===== src/verilog/mf_pkg.sv =====
`default_nettype none

package mf_pkg;

    ////////////////////////////////////////////////////////////
    // Widths and sizes
    ////////////////////////////////////////////////////////////

    // Band-pass ADC sample in 4-bit two's complement
    typedef logic signed [3:0]  sample_t;
    // Template coefficient with one bit more than a sample
    typedef logic signed [4:0]  coef_t;
    // 16 products of at most 120 in magnitude fit in 12 bits
    typedef logic signed [11:0] corr_sum_t;
    // Sum of four squares of corr_sum_t
    typedef logic        [25:0] energy_t;

    localparam int WINDOW_LEN = 16;
    localparam int ZIGBEE_LEN = 8;
    localparam int NUM_TONES  = 2;

    // Two-bit mode select codes
    typedef enum logic [1:0] {
        mode_ble_2_3    = 2'd0,
        mode_zigbee_2_3 = 2'd1,
        mode_ble_1p5_2  = 2'd2,
        mode_ble_1_1p5  = 2'd3
    } mf_mode_t;

    typedef enum logic [1:0] {
        tone_1m   = 2'd0,
        tone_1p5m = 2'd1,
        tone_2m   = 2'd2,
        tone_3m   = 2'd3
    } tone_t;

    ////////////////////////////////////////////////////////////
    // Templates sampled at 16 MHz
    ////////////////////////////////////////////////////////////

    localparam coef_t COS_1M [WINDOW_LEN] = '{
        15, 14, 11, 6, 0, -6, -11, -14, -15, -14, -11, -6, 0, 6, 11, 14};
    localparam coef_t SIN_1M [WINDOW_LEN] = '{
        0, 6, 11, 14, 15, 14, 11, 6, 0, -6, -11, -14, -15, -14, -11, -6};

    localparam coef_t COS_1P5M [WINDOW_LEN] = '{
        15, 12, 6, -3, -11, -15, -14, -8, 0, 8, 14, 15, 11, 3, -6, -12};
    localparam coef_t SIN_1P5M [WINDOW_LEN] = '{
        0, 8, 14, 15, 11, 3, -6, -12, -15, -12, -6, 3, 11, 15, 14, 8};

    localparam coef_t COS_2M [WINDOW_LEN] = '{
        15, 11, 0, -11, -15, -11, 0, 11, 15, 11, 0, -11, -15, -11, 0, 11};
    localparam coef_t SIN_2M [WINDOW_LEN] = '{
        0, 11, 15, 11, 0, -11, -15, -11, 0, 11, 15, 11, 0, -11, -15, -11};

    localparam coef_t COS_3M [WINDOW_LEN] = '{
        15, 6, -11, -14, 0, 14, 11, -6, -15, -6, 11, 14, 0, -14, -11, 6};
    localparam coef_t SIN_3M [WINDOW_LEN] = '{
        0, 14, 11, -6, -15, -6, 11, 14, 0, -14, -11, 6, 15, 6, -11, -14};

    ////////////////////////////////////////////////////////////
    // Lookups
    ////////////////////////////////////////////////////////////

    // Cosine coefficient when sine is low, sine coefficient otherwise
    function automatic coef_t tone_coef(tone_t tone, logic sine, int idx);
        coef_t cos_c;
        coef_t sin_c;
        case (tone)
            tone_1m: begin
                cos_c = COS_1M[idx];
                sin_c = SIN_1M[idx];
            end
            tone_1p5m: begin
                cos_c = COS_1P5M[idx];
                sin_c = SIN_1P5M[idx];
            end
            tone_2m: begin
                cos_c = COS_2M[idx];
                sin_c = SIN_2M[idx];
            end
            default: begin
                cos_c = COS_3M[idx];
                sin_c = SIN_3M[idx];
            end
        endcase
        return sine ? sin_c : cos_c;
    endfunction

    // Slot 0 is the low tone (bit 0), slot 1 the high tone (bit 1)
    function automatic tone_t slot_tone(mf_mode_t mode, int slot);
        tone_t low_t;
        tone_t high_t;
        case (mode)
            mode_ble_1p5_2: begin
                low_t  = tone_1p5m;
                high_t = tone_2m;
            end
            mode_ble_1_1p5: begin
                low_t  = tone_1m;
                high_t = tone_1p5m;
            end
            // Both 2/3 MHz modes share the tone pair
            default: begin
                low_t  = tone_2m;
                high_t = tone_3m;
            end
        endcase
        return (slot == 0) ? low_t : high_t;
    endfunction

endpackage

`default_nettype wire


===== src/verilog/sample_window.sv =====
`timescale 1ns/1ps
`default_nettype none

module sample_window #(
    parameter int WIN_LEN = mf_pkg::WINDOW_LEN
) (
    input  logic                                clk,
    input  logic                                rst,
    input  logic                                in_valid,
    input  mf_pkg::sample_t                     in_i,
    input  mf_pkg::sample_t                     in_q,
    input  mf_pkg::mf_mode_t                    in_mode,
    input  logic                                in_decide,
    output logic                                win_valid,
    output logic                                win_decide,
    output mf_pkg::mf_mode_t                    win_mode,
    output mf_pkg::sample_t [WIN_LEN-1:0]       win_i,
    output mf_pkg::sample_t [WIN_LEN-1:0]       win_q
);

    import mf_pkg::*;

    ////////////////////////////////////////////////////////////
    // Window shift
    ////////////////////////////////////////////////////////////

    // Oldest sample sits at index 0, newest at WIN_LEN-1.
    // The window moves only when a sample is accepted.
    always_ff @(posedge clk or negedge rst) begin
        if (!rst) begin
            win_i <= '0;
            win_q <= '0;
        end else if (in_valid) begin
            win_i <= {in_i, win_i[WIN_LEN-1:1]};
            win_q <= {in_q, win_q[WIN_LEN-1:1]};
        end
    end

    // Mode and decide ride with their sample
    always_ff @(posedge clk or negedge rst) begin
        if (!rst) begin
            win_valid  <= 1'b0;
            win_decide <= 1'b0;
            win_mode   <= mode_ble_2_3;
        end else begin
            win_valid <= in_valid;
            if (in_valid) begin
                win_decide <= in_decide;
                win_mode   <= in_mode;
            end
        end
    end

    ////////////////////////////////////////////////////////////
    // Checks
    ////////////////////////////////////////////////////////////

    // An unknown mode would select random templates downstream
    a_mode_known : assert property (
        @(posedge clk) disable iff (!rst)
        in_valid |-> !$isunknown(in_mode)
    ) else $error("in_mode has unknown bits on a valid sample");

endmodule

`default_nettype wire


===== config.mk =====
export PLATFORM = sky130hd
export DESIGN_NAME = sample_window
export DESIGN_NICKNAME = d
export VERILOG_FILES = /design/src/verilog/mf_pkg.sv /design/src/verilog/sample_window.sv
export SDC_FILE = /design/constraint.sdc
export NUM_CORES = 1
export LEC_CHECK = 0
export ABC_AREA = 1
export BUFFER_PORTS_ARGS = -buffer_cell sky130_fd_sc_hd__buf_2
export CORE_UTILIZATION = 50
export DETAILED_ROUTE_END_ITERATION = 8
export PLACE_DENSITY = 0.73
export SLEW_MARGIN = 10
export SYNTH_ARGS = -nofsm -noshare
export SYNTH_HDL_FRONTEND = slang
export SYNTH_SLANG_ARGS = --single-unit

===== constraint.sdc =====
create_clock -name clk -period 0.8 [get_ports clk]
set_input_delay 0.04 -clock clk [delete_from_list [all_inputs] [get_ports clk]]
set_output_delay 0.04 -clock clk [all_outputs]
set_load 0.02 [all_outputs]

==> impl_metrics.csv <==
group,metric,value,unit
run_status,outcome,"finished with violations",
run_status,violations,"setup timing",
floorplan,die-area,10500,um^2
placed_design,gp_congestion,0.738,
sta,drv_slew,0,
sta,skew,0.0120,ns
placed_design,placed_area,5860,um^2
cells_and_area,design_area,9180,um^2
synth,ys_seq_area_frac,0.658,
synth,synth_cells,555,
worst_setup_path,crit_path_start,"win_i[61]",
synth,yosysWarnings,0,
routing,wl_per_cell,21.8,um
global_route,grt_overflow,0,
placed_design,io_buffers,145,
power_and_ir_drop,powerDensity,2630,nW/um^2
worst_setup_path,cp_slowest_cell,"dfrtp_1",
worst_setup_path,arrival,1.14,ns
power_and_ir_drop,p_sw,0.00802,W
worst_setup_path,worstSetupEndpointType,"primary output",
sta,final.setup.worst_slack,-0.383,ns
sta,rsz0062_at_grt,"yes",
clock_tree,insertion_delay,0.54,ns
worst_setup_path,r2r-end,"win_i[10]",
power_and_ir_drop,switching_share,0.332,
synth,synth_top_area_cell,"dfrtp_1",
routing,via_per_inst,5.49,
worst_setup_path,worst_setup_path_start_kind,"flop",
cells_and_area,nets,875,
synth,synth_fp_nets,569,
routing,vias,5533,
flow_run,cap_violations,0,
cells_and_area,drive_gt1_frac,0.473,
worst_setup_path,r2r_setup_slack,-0.17,ns
sta,setup_viol,199,
power_and_ir_drop,seqPwrFrac,0.360,
floorplan,core_area,9770,um^2
routing,drt_iter0_drc,399,
routing,firstDrtPassIters,6,
worst_setup_path,crit_chain,"buf_6",
worst_setup_path,criticalPathCategory,"flop to primary output",
sta,hold_violations,0,
power_and_ir_drop,p_comb_frac,0.324,
power_and_ir_drop,clock_power_share,0.315,
cells_and_area,final_cell_mix,"nand2_1, buf_6, dfrtp_1",
synth,synthTopCellsByArea,"dfrtp_1, nand2_1, buf_6",
sta,timing.fmax,0.845,GHz
floorplan,die_w,102,um
worst_setup_path,critPathBufInv,1,
routing,drt_wl_total,22000,um
cells_and_area,fin_cells,1007,
global_route,track_usage,0.294,
worst_hold_path,hp-class,"primary input to async pin",
cells_and_area,areaGrowthSynthToFinish,82.6,%
placed_design,dp.cells,814,
sta,max-slew-margin-rel,0.796,
worst_setup_path,slowest_delay,0.44,ns
power_and_ir_drop,vdd_drop_max,0.00177,V
global_route,grt_max_degree,70,
routing,ant_nets,0,
worst_setup_path,regToRegStartpoint,"win_i[10]",
sta,period_needed,1.18,ns
power_and_ir_drop,power_leakage,5.08,nW
clock_tree,path_clk_slew,0.07,ns
floorplan,start_util,0.514,
worst_setup_path,r2r_cells,4,
placed_design,hpwl,6910,um
floorplan,die_h,102,um
global_route,grt_antenna_before_repair,1,
sta,tightest_slew,0.306,ns
worst_setup_path,path_max_fanout,2,
clock_tree,cts_tree,"built",
clock_tree,cts_sinks,132,
synth,netlist-cell-type-count,7,
synth,synth_top_area_share,0.658,
synth,syn-cell-area,5020,um^2
synth,synth.avg_cell_area,9.05,um^2
synth,synth.ff_latch_count,132,
clock_tree,numCtsBuffers,17,
clock_tree,cts-root-buf,"clkbuf_8",
global_route,grt_pass1_wl,23000,um
clock_tree,clockBufferDepth,2,
placed_design,pre_cts_slack,0.0622,ns
clock_tree,ctsHtreeMaxLevel,4,
cells_and_area,insertedDiodeCount,0,
power_and_ir_drop,p_int,0.0161,W
floorplan,num_rows,36,
cells_and_area,layout_commonest_cell,"nand2_1",
floorplan,io_pins,146,
cells_and_area,fill_cells,293,
sta,finalCritPeriodShare,1.48,
routing,drc,0,
global_route,grt_pass1_vias,4811,
worst_setup_path,crit_required,0.76,ns
worst_setup_path,crit_family,"flip-flops",
flip-flops by register name, summed over array words and instances (netlist names):
register,cells
win_valid,1
win_decide,1
win_i,64
win_q,64
win_mode,2
metal layers:
layer  part of all wire  vias to the layer above  global-route usage
met3               0.10                      115              0.0814
met5            0.00064                        -                   0
met4              0.049                        2               0.137
met1               0.34                     2673               0.343
met2               0.50                      459               0.506
li1                   -                     2284                   -
cells in the mapped netlist:
cell,instances
buf_6,9
nand2_1,393
buf_4,11
buf_2,8
buf_8,1
inv_4,1
dfrtp_1,132
through the flow:
step / setup TNS (ns) / utilization / hold WS, ns / total power, W
after floorplan: 0 / - / -0.256 / 0.0107
after global placement: 0 / 0.599 / 0.0739 / 0.0121
after detailed placement: 0 / 0.599 / 0.0755 / 0.0122
after CTS: -40.68 / 0.838 / 0.0666 / 0.0221
after global routing: -50.32 / 0.939 / 0.104 / 0.0249
final: -45.79 / 0.939 / 0.0982 / 0.0242
final cells by class:
class | instances | area (um^2) | share of cell area
tap | 133 | 166 | 0.0181
multi-input combinational | 393 | 1690 | 0.184
inverter | 1 | 16.3 | 0.00177
sequential | 132 | 3300 | 0.360
clock buffer | 21 | 469 | 0.0511
clock inverter | 11 | 103 | 0.0112
timing repair inverter | 2 | 20.0 | 0.00218
timing repair buffer | 314 | 3410 | 0.372
kinds of logic (layout without fill, tap and decap cells):
kind of cell / count (synthesis) / in the layout / share of synthesized area
and+or+nand+nor: 393 / 393 / 0.294
buffers and inverters: 30 / 349 / 0.0488
DFF: 132 / 132 / 0.658
power groups by stage:
stage,logic [W],registers (W),clock network [W]
floorplan,0.00101,0.00967,0
global placement,0.00361,0.00849,0
detailed placement,0.00369,0.00853,0
CTS,0.00627,0.00846,0.00737
global route,0.00820,0.00875,0.00793
finish,0.00784,0.00870,0.00762
worst max-delay path by stage:
stage | slack, ns | depth (start not counted) | endpoint
6_report | -0.38 | 1 | win_i[61]
5_1_grt | -0.41 | 1 | win_i[10]
4_1_cts | -0.35 | 1 | win_i[9]
3_5_place_dp | 0.06 | 4 | win_q[12]
3_3_place_gp | 0.09 | 4 | win_i[60]
2_1_floorplan | 0.10 | 5 | win_i[6]
repair_timing:
item,CTS,global route
hold buffers,13,0
hold endpoints to repair,154,0
resized for setup,264,154
cloned,0,14
setup buffers,108,48
setup endpoints to repair,132,210
pin swaps,0,36
Note: power is estimated with default switching activity, not from simulation.
