$ cat src/verilog/mf_pkg.sv
`default_nettype none

package mf_pkg;

    ////////////////////////////////////////////////////////////
    // Widths and sizes
    ////////////////////////////////////////////////////////////

    // Band-pass ADC sample in 4-bit two's complement
    typedef logic signed [3:0]  sample_t;
    // Template coefficient with one bit more than a sample
    typedef logic signed [4:0]  coef_t;
    // 16 products of at most 120 in magnitude fit in 12 bits
    typedef logic signed [11:0] corr_sum_t;
    // Sum of four squares of corr_sum_t
    typedef logic        [25:0] energy_t;

    localparam int WINDOW_LEN = 16;
    localparam int ZIGBEE_LEN = 8;
    localparam int NUM_TONES  = 2;

    // Two-bit mode select codes
    typedef enum logic [1:0] {
        mode_ble_2_3    = 2'd0,
        mode_zigbee_2_3 = 2'd1,
        mode_ble_1p5_2  = 2'd2,
        mode_ble_1_1p5  = 2'd3
    } mf_mode_t;

    typedef enum logic [1:0] {
        tone_1m   = 2'd0,
        tone_1p5m = 2'd1,
        tone_2m   = 2'd2,
        tone_3m   = 2'd3
    } tone_t;

    ////////////////////////////////////////////////////////////
    // Templates sampled at 16 MHz
    ////////////////////////////////////////////////////////////

    localparam coef_t COS_1M [WINDOW_LEN] = '{
        15, 14, 11, 6, 0, -6, -11, -14, -15, -14, -11, -6, 0, 6, 11, 14};
    localparam coef_t SIN_1M [WINDOW_LEN] = '{
        0, 6, 11, 14, 15, 14, 11, 6, 0, -6, -11, -14, -15, -14, -11, -6};

    localparam coef_t COS_1P5M [WINDOW_LEN] = '{
        15, 12, 6, -3, -11, -15, -14, -8, 0, 8, 14, 15, 11, 3, -6, -12};
    localparam coef_t SIN_1P5M [WINDOW_LEN] = '{
        0, 8, 14, 15, 11, 3, -6, -12, -15, -12, -6, 3, 11, 15, 14, 8};

    localparam coef_t COS_2M [WINDOW_LEN] = '{
        15, 11, 0, -11, -15, -11, 0, 11, 15, 11, 0, -11, -15, -11, 0, 11};
    localparam coef_t SIN_2M [WINDOW_LEN] = '{
        0, 11, 15, 11, 0, -11, -15, -11, 0, 11, 15, 11, 0, -11, -15, -11};

    localparam coef_t COS_3M [WINDOW_LEN] = '{
        15, 6, -11, -14, 0, 14, 11, -6, -15, -6, 11, 14, 0, -14, -11, 6};
    localparam coef_t SIN_3M [WINDOW_LEN] = '{
        0, 14, 11, -6, -15, -6, 11, 14, 0, -14, -11, 6, 15, 6, -11, -14};

    ////////////////////////////////////////////////////////////
    // Lookups
    ////////////////////////////////////////////////////////////

    // Cosine coefficient when sine is low, sine coefficient otherwise
    function automatic coef_t tone_coef(tone_t tone, logic sine, int idx);
        coef_t cos_c;
        coef_t sin_c;
        case (tone)
            tone_1m: begin
                cos_c = COS_1M[idx];
                sin_c = SIN_1M[idx];
            end
            tone_1p5m: begin
                cos_c = COS_1P5M[idx];
                sin_c = SIN_1P5M[idx];
            end
            tone_2m: begin
                cos_c = COS_2M[idx];
                sin_c = SIN_2M[idx];
            end
            default: begin
                cos_c = COS_3M[idx];
                sin_c = SIN_3M[idx];
            end
        endcase
        return sine ? sin_c : cos_c;
    endfunction

    // Slot 0 is the low tone (bit 0), slot 1 the high tone (bit 1)
    function automatic tone_t slot_tone(mf_mode_t mode, int slot);
        tone_t low_t;
        tone_t high_t;
        case (mode)
            mode_ble_1p5_2: begin
                low_t  = tone_1p5m;
                high_t = tone_2m;
            end
            mode_ble_1_1p5: begin
                low_t  = tone_1m;
                high_t = tone_1p5m;
            end
            // Both 2/3 MHz modes share the tone pair
            default: begin
                low_t  = tone_2m;
                high_t = tone_3m;
            end
        endcase
        return (slot == 0) ? low_t : high_t;
    endfunction

endpackage

`default_nettype wire

$ cat src/verilog/bit_decision.sv
`timescale 1ns/1ps
`default_nettype none

module bit_decision (
    input  logic            clk,
    input  logic            rst,
    input  logic            energy_valid,
    input  logic            energy_decide,
    input  mf_pkg::energy_t low_energy,
    input  mf_pkg::energy_t high_energy,
    input  logic            high_valid,
    output logic            bit_valid,
    output logic            bit_value
);

    import mf_pkg::*;

    logic take;
    logic bit_nxt;

    ////////////////////////////////////////////////////////////
    // Slicer
    ////////////////////////////////////////////////////////////

    assign take = energy_valid & energy_decide;

    // Ties go to the high tone
    assign bit_nxt = (low_energy > high_energy) ? 1'b0 : 1'b1;

    always_ff @(posedge clk or negedge rst) begin
        if (!rst) begin
            bit_valid <= 1'b0;
            bit_value <= 1'b0;
        end else begin
            bit_valid <= take;
            if (take) begin
                bit_value <= bit_nxt;
            end
        end
    end

    // Low and high slots must deliver their energies together,
    // otherwise the compare mixes two different windows
    a_slots_aligned : assert property (
        @(posedge clk) disable iff (!rst)
        high_valid == energy_valid
    ) else $error("high tone energy out of step with low tone energy");

endmodule

`default_nettype wire

$ cat config.mk
export PLATFORM = sky130hd
export DESIGN_NAME = bit_decision
export DESIGN_NICKNAME = d
export VERILOG_FILES = /design/src/verilog/mf_pkg.sv /design/src/verilog/bit_decision.sv
export SDC_FILE = /design/constraint.sdc
export NUM_CORES = 1
export LEC_CHECK = 0
export ABC_CLOCK_PERIOD_IN_PS = 1150
export BUFFER_PORTS_ARGS = -buffer_cell sky130_fd_sc_hd__buf_2
export CAP_MARGIN = 20
export CORE_UTILIZATION = 39
export CTS_CLUSTER_DIAMETER = 40
export DETAILED_ROUTE_END_ITERATION = 8
export PLACE_DENSITY = 0.85
export SYNTH_ARGS = -nofsm -noshare
export SYNTH_HDL_FRONTEND = slang
export SYNTH_SLANG_ARGS = --single-unit
$ cat constraint.sdc
create_clock -name clk -period 1.15 [get_ports clk]
set_input_delay 0.23 -clock clk [delete_from_list [all_inputs] [get_ports clk]]
set_output_delay 0.23 -clock clk [all_outputs]
set_load 0.03 [all_outputs]
==> impl_results.md, run 1 <==
* Area contributors post-synth: ha_1, inv_1, dfrtp_1
* Max Slew Vio Count at 0
* Worst-Margin Slew at approximately 290 ps
* Seq cells post-synth at 2
* Starting density of the core at 42.0%
* IO buf count at 57
* Post-synth top cells: inv_1, ha_1, o21ai_0
* Crit-path max FO at 2
* Distinct cells, synth at 16
* Syn Inst Count at 100
* Initial antenna violation count at 0
* Vias in the first global route at 867
* Die Ht at 45.1 microns
* DRC errors left at 0
* Layout Utilization at between 70% and 80%
* Crit path DAT at 1590 ps
* Clock Sinks at 2
* Largest net degree at the start of global routing at 4
* Vias at between 900 and 1000
* Hold_ws at around 240 ps
* CP Class: primary input to flip-flop
* Startpoint Class: primary input
* Via/cell ratio at 4.72
* Routed WL per cell at 11.1 microns
* DRT iter0 DRCs at 16
* Final Skew at 0 ps
* DP Worst Slack at -584 ps
* Reg2reg path depth at 4
* Die Wd at 45.1 microns
* Failing checks: setup timing
* PnR Total Power at 684 uW
* Clk_lat worst skew at roughly 230 ps
* Cell Area, Synth at 726 sq um
* Yosys warnings at 0
* Layout cells sized above 1 at 51.5%
* FMAX at 700 MHz
* Leading cell type by number of instances after synthesis: inv_1
* DRT Wirelength at 2.14 mm
* I/O pin count at 59
* Slew HR at about four fifths
* CTS H-tree lvls at 1
* Min-Delay Path Depth at 3
* RSZ-0062 raised after global routing: yes
* Fin worst setup slack at -279 ps
* CTS tree: done
* Final Hold Viols at 0
* First drt pass iteration count at 4
* RD Place Congestion at 0.796
* Die ar. at 2040 sq um
* CTS max path bufs at 2
* Worst path required time at 1310 ps
* Row count at 15
* Antenna diodes at 0
* Hpwl dp at around 1.7 mm
* CP Capture Type: flip-flop
* VDD IR max at between 0.3 and 0.4 mV
* Max_cap viols at 0
* P_leak at 0.730 nW
* Layout overhead on the synthesized area at 79.7%
* Core box area at about 1700 sq um
* Period minus WS final at 1430 ps
* Clock transition at path regs at 30 ps
* Top cell type's share of synthesized area at 44.8%
* Mean Syn Cell Area at 7.26 sq um
* Post-DRT Antenna Nets at 0
* Final nets at 252
* Cell Pwr Density at 525 nW/um^2
* TritonCTS Buffers at 3
* Largest area contributor in the netlist: ha_1
* Final setup violation count at 1
* Most common flop cell mapped by yosys: dfrtp_1
* Root Buffer: clkbuf_4
* Fin crit share at 124%
* Fillers at 133
* Outcome: finished with violations
* First-pass GRT wire length at about 3.2 mm
* Syn_nets at 183
* Total grt overflow at 0
* Number of synthesized flops with an enable pin at 0
* Sequential fraction of the synthesis area at 6.90%
* Hold crit path type: primary input to flip-flop
* Total track usage at 21.8%
* Ys async rst share at 100%
## cells in the final DEF, fill, tap and decap left out, drive strengths merged
cell type / count
a21oi: 5
nand2: 6
nand2b: 1
nand4: 5
dlygate4sd3: 1
clkbuf: 3
nand3: 2
a2111oi: 2
or4b: 1
o21bai: 1
dfrtp: 2
nor2: 6
a211oi: 5
o21ai: 7
buf: 63
inv: 29
o211ai: 1
ha: 26
o31a: 1
## layout make-up
class	count	area [sq um]	area share [%]
Tap cell	25	31.3	2.40
Inverter	29	109	8.35
Sequential cell	2	50.0	3.84
Timing Repair Buffer	64	390	29.9
Clock buffer	3	22.5	1.73
Multi-Input combinational cell	69	701	53.7
## kinds of logic after synthesis
family / share of synthesized area, %
buf+inv: 15.0
flops: 6.90
fa+ha+maj: 44.8
compound gates: 19.1
simple gates: 14.1
## repair_timing
action / CTS / global route
endpoints found under the hold margin: 2 / 0
setup buffers: 1 / 0
hold buffers: 1 / 0
endpoints found under the setup margin: 1 / 2
resized for setup: 16 / 18
pin swaps: 1 / 3
## worst paths after layout
check,start,to,slack [ps]
setup / recovery,high_energy[19],bit_value,-280
hold / removal,energy_decide,bit_valid,240
setup reg to reg,bit_value,bit_value,190
hold reg to reg,bit_value,bit_value,690
max in group asynchronous,rst,bit_value,710
min in group asynchronous,rst,bit_valid,350
## critical path, cell delays in order
cell,delay (ps)
buf_6,70
inv_2,30
ha_4,250
nand4_1,90
nor2_1,130
or4b_4,470
o31a_1,240
o21ai_1,70
## state kept, by name (all words and copies together) (netlist names)
signal,flops
bit_value,1
bit_valid,1
## through the flow
step                instance area [sq um]  std cells  setup TNS (ps)
floorplan                             726        100            -381
global placement                     1080        187            -570
detailed placement                   1080        187            -584
CTS                                  1210        192            -304
global route                         1300        192            -339
finish                               1300        192            -279
## layer usage
metal / track usage [%] / vias up / part of all wire [%]
li1: - / 478 / -
met1: 21.4 / 380 / 37
met2: 42.6 / 44 / 54
met3: 2.00 / 4 / 6.2
met4: 13.9 / 0 / 2.3
met5: 0 / - / 0
## report_power, final
group | switching (mW) | total [mW] | leakage, nW | internal (mW)
logic | 0.194 | 0.434 | 0.694 | 0.240
registers | 0.00366 | 0.0816 | 0.0229 | 0.0779
clock network | 0.0520 | 0.168 | 0.0138 | 0.116
total | 0.249 | 0.684 | 0.730 | 0.435
Note: power is estimated with default switching activity, not from simulation.
==> run 2, diff against run 1 <==
--- a/config.mk
+++ b/config.mk
@@ -5,7 +5,7 @@
 export SDC_FILE = /design/constraint.sdc
 export NUM_CORES = 1
 export LEC_CHECK = 0
-export ABC_CLOCK_PERIOD_IN_PS = 1150
+export ABC_CLOCK_PERIOD_IN_PS = 1500
 export BUFFER_PORTS_ARGS = -buffer_cell sky130_fd_sc_hd__buf_2
 export CAP_MARGIN = 20
 export CORE_UTILIZATION = 39
==> constraint.sdc (replaced) <==
create_clock -name clk -period 1.5 [get_ports clk]
set_input_delay 0.3 -clock clk [delete_from_list [all_inputs] [get_ports clk]]
set_output_delay 0.3 -clock clk [all_outputs]
set_load 0.03 [all_outputs]
==> run 2 against run 1 <==
  * The run still ends with setup timing left
  * Cell area fell by 3.1%
  * Power down 28%
  * Die area unchanged
  * Critical path type unchanged
  * Largest cell class unchanged
==> impl_results.md, run 2 (synthesis gave the netlist of run 1 again) <==
* Outcome: finished with violations
* Failing checks: setup timing
* Post-DRT Antenna Nets at 0 (unchanged)
* Area post-placement at 1070 sq um (-0.70%)
* Row count at 15 (unchanged)
* PnR Total Power at 493 uW (-28%)
* Vias in the first global route at 921 (+6.2%)
* Layout cells sized above 1 at 48.5% (-3.0 points)
* Routed WL per cell at 10.7 microns (-3.9%)
* DR WL met2 at 1.11 mm (-4.3%)
* Internal reg-to-reg setup slack at 360 ps (+170 ps)
* Core box area at 1730 sq um (unchanged)
* Worst-Margin Slew at 362 ps (+69.3 ps)
* Initial antenna violation count at 0 (unchanged)
* Die Ht at 45.1 microns (unchanged)
* Clock Sinks at 2 (unchanged)
* Setup TNS at -105 ps (+174 ps)
* DRT iter0 DRCs at 6 (-10)
* WL met1 at 772 microns (-3.3%)
* I/O pin count at 59 (unchanged)
* DP Cell Count at 186 (-0.53%)
* Met3 WL at 143 microns (+8.3%)
* Max Slew Vio Count at 0 (unchanged)
* FMAX at 623 MHz
* Die Wd at 45.1 microns (unchanged)
* Fillers at 142 (+6.8%)
* Layout overhead on the synthesized area at 74.1%
* Crit path DAT at 1740 ps (+150 ps)
* Startpoint Class: primary input
* Largest delay contributor family on the critical path: simple AND/OR/NAND/NOR gates
* CTS H-tree lvls at 1 (unchanged)
* P_leak at 0.724 nW (-0.95%)
* Hpwl dp at 1.67 mm (-1.9%)
* Crit. path cell count at 7 (-1)
* Root Buffer: clkbuf_4
* CP Class: primary input to flip-flop
* Final nets at 252 (unchanged)
* CP Capture Type: flip-flop
* First-pass GRT wire length at 2.99 mm (-6.5%)
* Commonest non-fill, non-tap cell in the layout: buf_2
* Crit-path cells: buf_2, inv_1, ha_1, nand4_1, or4b_4, o31a_1, o21ai_1
* Max_cap viols at 0 (unchanged)
* CTS tree: done
* Vias at 911 (+0.55%)
* Design area at 1260 sq um (-3.1%)
* RD Place Congestion at 0.789 (-0.84%)
* DP Worst Slack at -322 ps (+262 ps)
* Final setup violation count at 1 (unchanged)
* Largest net degree at the start of global routing at 4 (unchanged)
* Clk_lat worst skew at 220 ps (about the same)
* DRC errors left at 0 (unchanged)
* Fin worst setup slack at -105 ps (+174 ps)
* Regs by FF count: bit_valid (1), bit_value (1)
* VDD IR max at 0.263 mV (-19%)
* DR top layer: met4
* Die ar. at 2040 sq um (unchanged)
* CP peak stage delay at 550 ps (+80 ps)
* DRT Wirelength at 2.05 mm (-3.9%)
* Layout Utilization at 73.2% (-2.3 points)
* First drt pass iteration count at 4 (unchanged)
* Worst path required time at 1640 ps (+330 ps)
* Final Hold Viols at 0 (unchanged)
* Final Skew at 0 ps (unchanged)
* Cell Pwr Density at 390 nW/um^2 (-26%)
* Slew HR at 75.3% (-5.0 points)
* Crit path buf inv count at 2 (unchanged)
* Via/cell ratio at 4.74 (+0.55%)
* Starting density of the core at 42.0% (unchanged)
* CP max stage cell: or4b_4
* RSZ-0062 raised after global routing: yes
* CTS max path bufs at 2 (unchanged)
* Commonest non-fill, non-tap cells in the layout: buf_2, inv_1, ha_1, ha_4, buf_6
* IO buf count at 57 (unchanged)
* Total grt overflow at 0 (unchanged)
* Reg2reg start: bit_value
* Total track usage at 19.7% (-2.1 points)
* Finished Layout Cells at 192 (unchanged)
* Antenna diodes at 0 (unchanged)
* Hold_ws at 338 ps (+102 ps)
* RR Endpoint: bit_value
* Reg2reg path depth at 4 (unchanged)
* Clock transition at path regs at 30 ps (about the same)
* Period minus WS final at 1600 ps
* Crit-path max FO at 2 (unchanged)
* Setup crit start: high_energy[12]
* Hold crit path type: primary input to flip-flop
* TritonCTS Buffers at 3 (unchanged)
* End point of the critical path: bit_value
* Fin crit share at 107%
-- run 2: cell counts in the layout (fill, tap and decap cells not counted) --
No cell type changed its count.
-- run 2: area by class of cell --
class / instances / area [sq um] / area share [%]
multi-input cells: 69 / 664 / 52.6
repair buffers: 64 / 384 / 30.4
inverters: 29 / 111 / 8.81
flip-flops and latches: 2 / 50.0 / 3.96
well taps: 25 / 31.3 / 2.48
clock buffers: 3 / 22.5 / 1.78
-- run 2: repair_timing --
| action | CTS | global route |
|---|---|---|
| setup buffers | 2 | 0 |
| hold buffers | 1 | 0 |
| pin swaps | 3 | 9 |
| gates cloned | 0 | 0 |
| setup endpoints to repair | 1 | 1 |
| hold endpoints to repair | 2 | 0 |
| resized for setup | 8 | 18 |
-- run 2: worst min path at each step --
stage	startpoint	end	slack (ps)	cells after the start
finish	energy_decide	bit_valid	340	3
detailed placement	rst	bit_valid	90	1
global placement	rst	bit_valid	80	1
CTS	energy_decide	bit_valid	330	3
floorplan	rst	bit_valid	4	0
global route	energy_valid	bit_valid	360	3
-- run 2: worst min-delay path, delay by kind of cell --
family / cells / cell delay (ps)
AND/OR/NAND/NOR: 1 / 70
buffers and inverters: 2 / 160
-- run 2: routing by layer --
| layer | vias up | track usage (%) |
|---|---|---|
| li1 | 479 | - |
| met5 | - | 0 |
| met3 | 4 | 2.40 |
| met1 | 387 | 18.0 |
| met4 | 0 | 13.3 |
| met2 | 41 | 39.4 |
-- run 2: power breakdown --
part	switching, mW	internal [mW]
registers	0.00383	0.0598
clock network	0.0319	0.0883
logic	0.140	0.169
total	0.175	0.317
==> run 3, diff against run 2 <==
--- a/config.mk
+++ b/config.mk
@@ -6,12 +6,12 @@
 export NUM_CORES = 1
 export LEC_CHECK = 0
 export ABC_CLOCK_PERIOD_IN_PS = 1500
-export BUFFER_PORTS_ARGS = -buffer_cell sky130_fd_sc_hd__buf_2
 export CAP_MARGIN = 20
-export CORE_UTILIZATION = 39
+export CORE_UTILIZATION = 43
 export CTS_CLUSTER_DIAMETER = 40
 export DETAILED_ROUTE_END_ITERATION = 8
-export PLACE_DENSITY = 0.85
+export DONT_BUFFER_PORTS = 1
+export PLACE_DENSITY = 0.63
 export SYNTH_ARGS = -nofsm -noshare
 export SYNTH_HDL_FRONTEND = slang
 export SYNTH_SLANG_ARGS = --single-unit
==> run 3 against run 2 <==
  * Largest power group unchanged
  * The run now ends clean
  * Largest cell class unchanged
  * Hold slack lost 89 ps
  * Power fell by 19%
  * Fmax grew 8.3%
==> impl_results.md, run 3 (synthesis gave the netlist of run 1 again) <==
* Die Wd at 43.1 microns (-4.6%)
* DRT Wirelength at 1.58 mm (-23%)
* Internal reg-to-reg setup slack at 380 ps (+20 ps)
* Slew HR at 74.7% (-0.59 points)
* CTS tree: done
* End point of the critical path: bit_value
* Antenna diodes at 0 (unchanged)
* Row count at 14 (-1)
* CTS H-tree lvls at 1 (unchanged)
* Startpoint Class: primary input
* Die Ht at 43.1 microns (-4.6%)
* Worst-Margin Slew at 370 ps (+8.61 ps)
* Total grt overflow at 0 (unchanged)
* Commonest non-fill, non-tap cells in the layout: inv_1, ha_1
* P_leak at 0.492 nW (-32%)
* Final Hold Viols at 0 (unchanged)
* Starting density of the core at 47.1% (+5.0 points)
* DR WL met2 at 937 microns (-15%)
* Max Slew Vio Count at 0 (unchanged)
* Crit-path max FO at 2 (unchanged)
* RSZ-0062 raised after global routing: yes
* Clk_lat worst skew at 220 ps (about the same)
* Hpwl dp at 1.39 mm (-17%)
* Reg2reg path depth at 4 (unchanged)
* Total track usage at 17.0% (-2.7 points)
* DRC errors left at 0 (unchanged)
* Clock Sinks at 2 (unchanged)
* Crit path DAT at 1620 ps (-120 ps)
* Setup crit start: high_energy[18]
* Met3 WL at 98 microns (-31%)
* DR top layer: met4
* Layout Utilization at 60.4% (-13 points)
* Commonest non-fill, non-tap cell in the layout: inv_1
* FMAX at 675 MHz (+8.3%)
* Core box area at 1540 sq um (-11%)
* VDD IR max at 0.190 mV (-28%)
* Hold_ws at 249 ps (-89.5 ps)
* CP Capture Type: flip-flop
* Die ar. at 1860 sq um (-8.9%)
* Vias at 713 (-22%)
* Layout cells sized above 1 at 19.1% (-29 points)
* Vias in the first global route at 669 (-27%)
* Fin worst setup slack at 18.6 ps (+123 ps)
* Largest net degree at the start of global routing at 4 (unchanged)
* Fin crit share at 98.8% (-8.2 points)
* Setup TNS at 0 ps (+105 ps)
* Clock transition at path regs at 30 ps (about the same)
* Final nets at 195 (-23%)
* Final setup violation count at 0 (-1)
* Layout overhead on the synthesized area at 28.3%
* Reg2reg start: bit_value
* DRT iter0 DRCs at 3 (-3)
* I/O pin count at 59 (unchanged)
* Min-Delay Path Depth at 2 (-1)
* Worst path required time at 1640 ps (about the same)
* Outcome: finished, final reports clean
* Root Buffer: clkbuf_4
* RD Place Congestion at 0.729 (-7.7%)
* Hold crit path type: primary input to flip-flop
* Regs by FF count: bit_valid (1), bit_value (1)
* CTS max path bufs at 2 (unchanged)
* First drt pass iteration count at 2 (-2)
* Final Skew at 0 ps (unchanged)
* Cell Pwr Density at 428 nW/um^2 (+9.8%)
* PnR Total Power at 398 uW (-19%)
* Routed WL per cell at 12.5 microns (+17%)
* Max_cap viols at 0 (unchanged)
* WL met1 at 534 microns (-31%)
* Initial antenna violation count at 0 (unchanged)
* DP Worst Slack at -229 ps (+93.0 ps)
* CP Class: primary input to flip-flop
* RR Endpoint: bit_value
* IO buf count at 0 (-100%)
* Via/cell ratio at 5.66 (+19%)
* Post-DRT Antenna Nets at 0 (unchanged)
* TritonCTS Buffers at 3 (unchanged)
* First-pass GRT wire length at 2.39 mm (-20%)
* Period minus WS final at 1480 ps (-123 ps)
## run 3: cell types whose count changed in the layout (fill, tap and decap cells not counted)
cell / previous run / this run
buf_2: 50 / 0
buf_6: 7 / 0
inv_2: 5 / 0
inv_1: 23 / 25
inv_8: 0 / 2
ha_1: 19 / 20
ha_4: 7 / 6
inv_6: 0 / 1
o21ai_0: 5 / 6
o21ai_1: 2 / 1
## run 3: power breakdown
group / internal [mW] / switching [mW]
clock: 0.0880 / 0.0285
combinational: 0.112 / 0.105
sequential: 0.0598 / 0.00557
## run 3: worst min-delay path by stage
stage,startpoint,to,slack (ps)
final,energy_decide,bit_valid,250
after global routing,energy_decide,bit_valid,250
after floorplan,rst,bit_valid,4
after global placement,rst,bit_value,4
after CTS,energy_decide,bit_valid,240
after detailed placement,rst,bit_valid,4
## run 3: worst max-delay path, stage by stage
cell,delay [ps]
inv_8,10
ha_4,250
nand4_1,90
nor2_1,140
or4b_4,470
o31a_1,280
o21ai_1,70
## run 3: final cells by class
cell class | instances | area (sq um)
clock buffer | 3 | 22.5
multi-input combinational | 69 | 652
tap | 16 | 20.0
timing repair buffer | 7 | 55.1
inverter | 29 | 131
sequential | 2 | 50.0
fill | 163 | 611
## run 3: routing by layer
metal,up-vias,GRT usage [%]
met3,2,3.83
met4,0,9.09
met2,29,35.5
li1,365,-
met1,317,13.8
met5,-,0
## run 3: what timing repair did
item | 4_1_cts | 5_1_grt
endpoints found under the setup margin | 1 | 1
pin swaps | 0 | 9
setup buffers | 0 | 1
hold endpoints to repair | 2 | 0
hold buffers | 1 | 0
resized for setup | 1 | 22
## run 3: through the flow
step / std cells / instance area (sq um)
finish: 126 / 931
global route: 126 / 931
CTS: 125 / 817
detailed placement: 121 / 783
global placement: 121 / 783
floorplan: 100 / 726
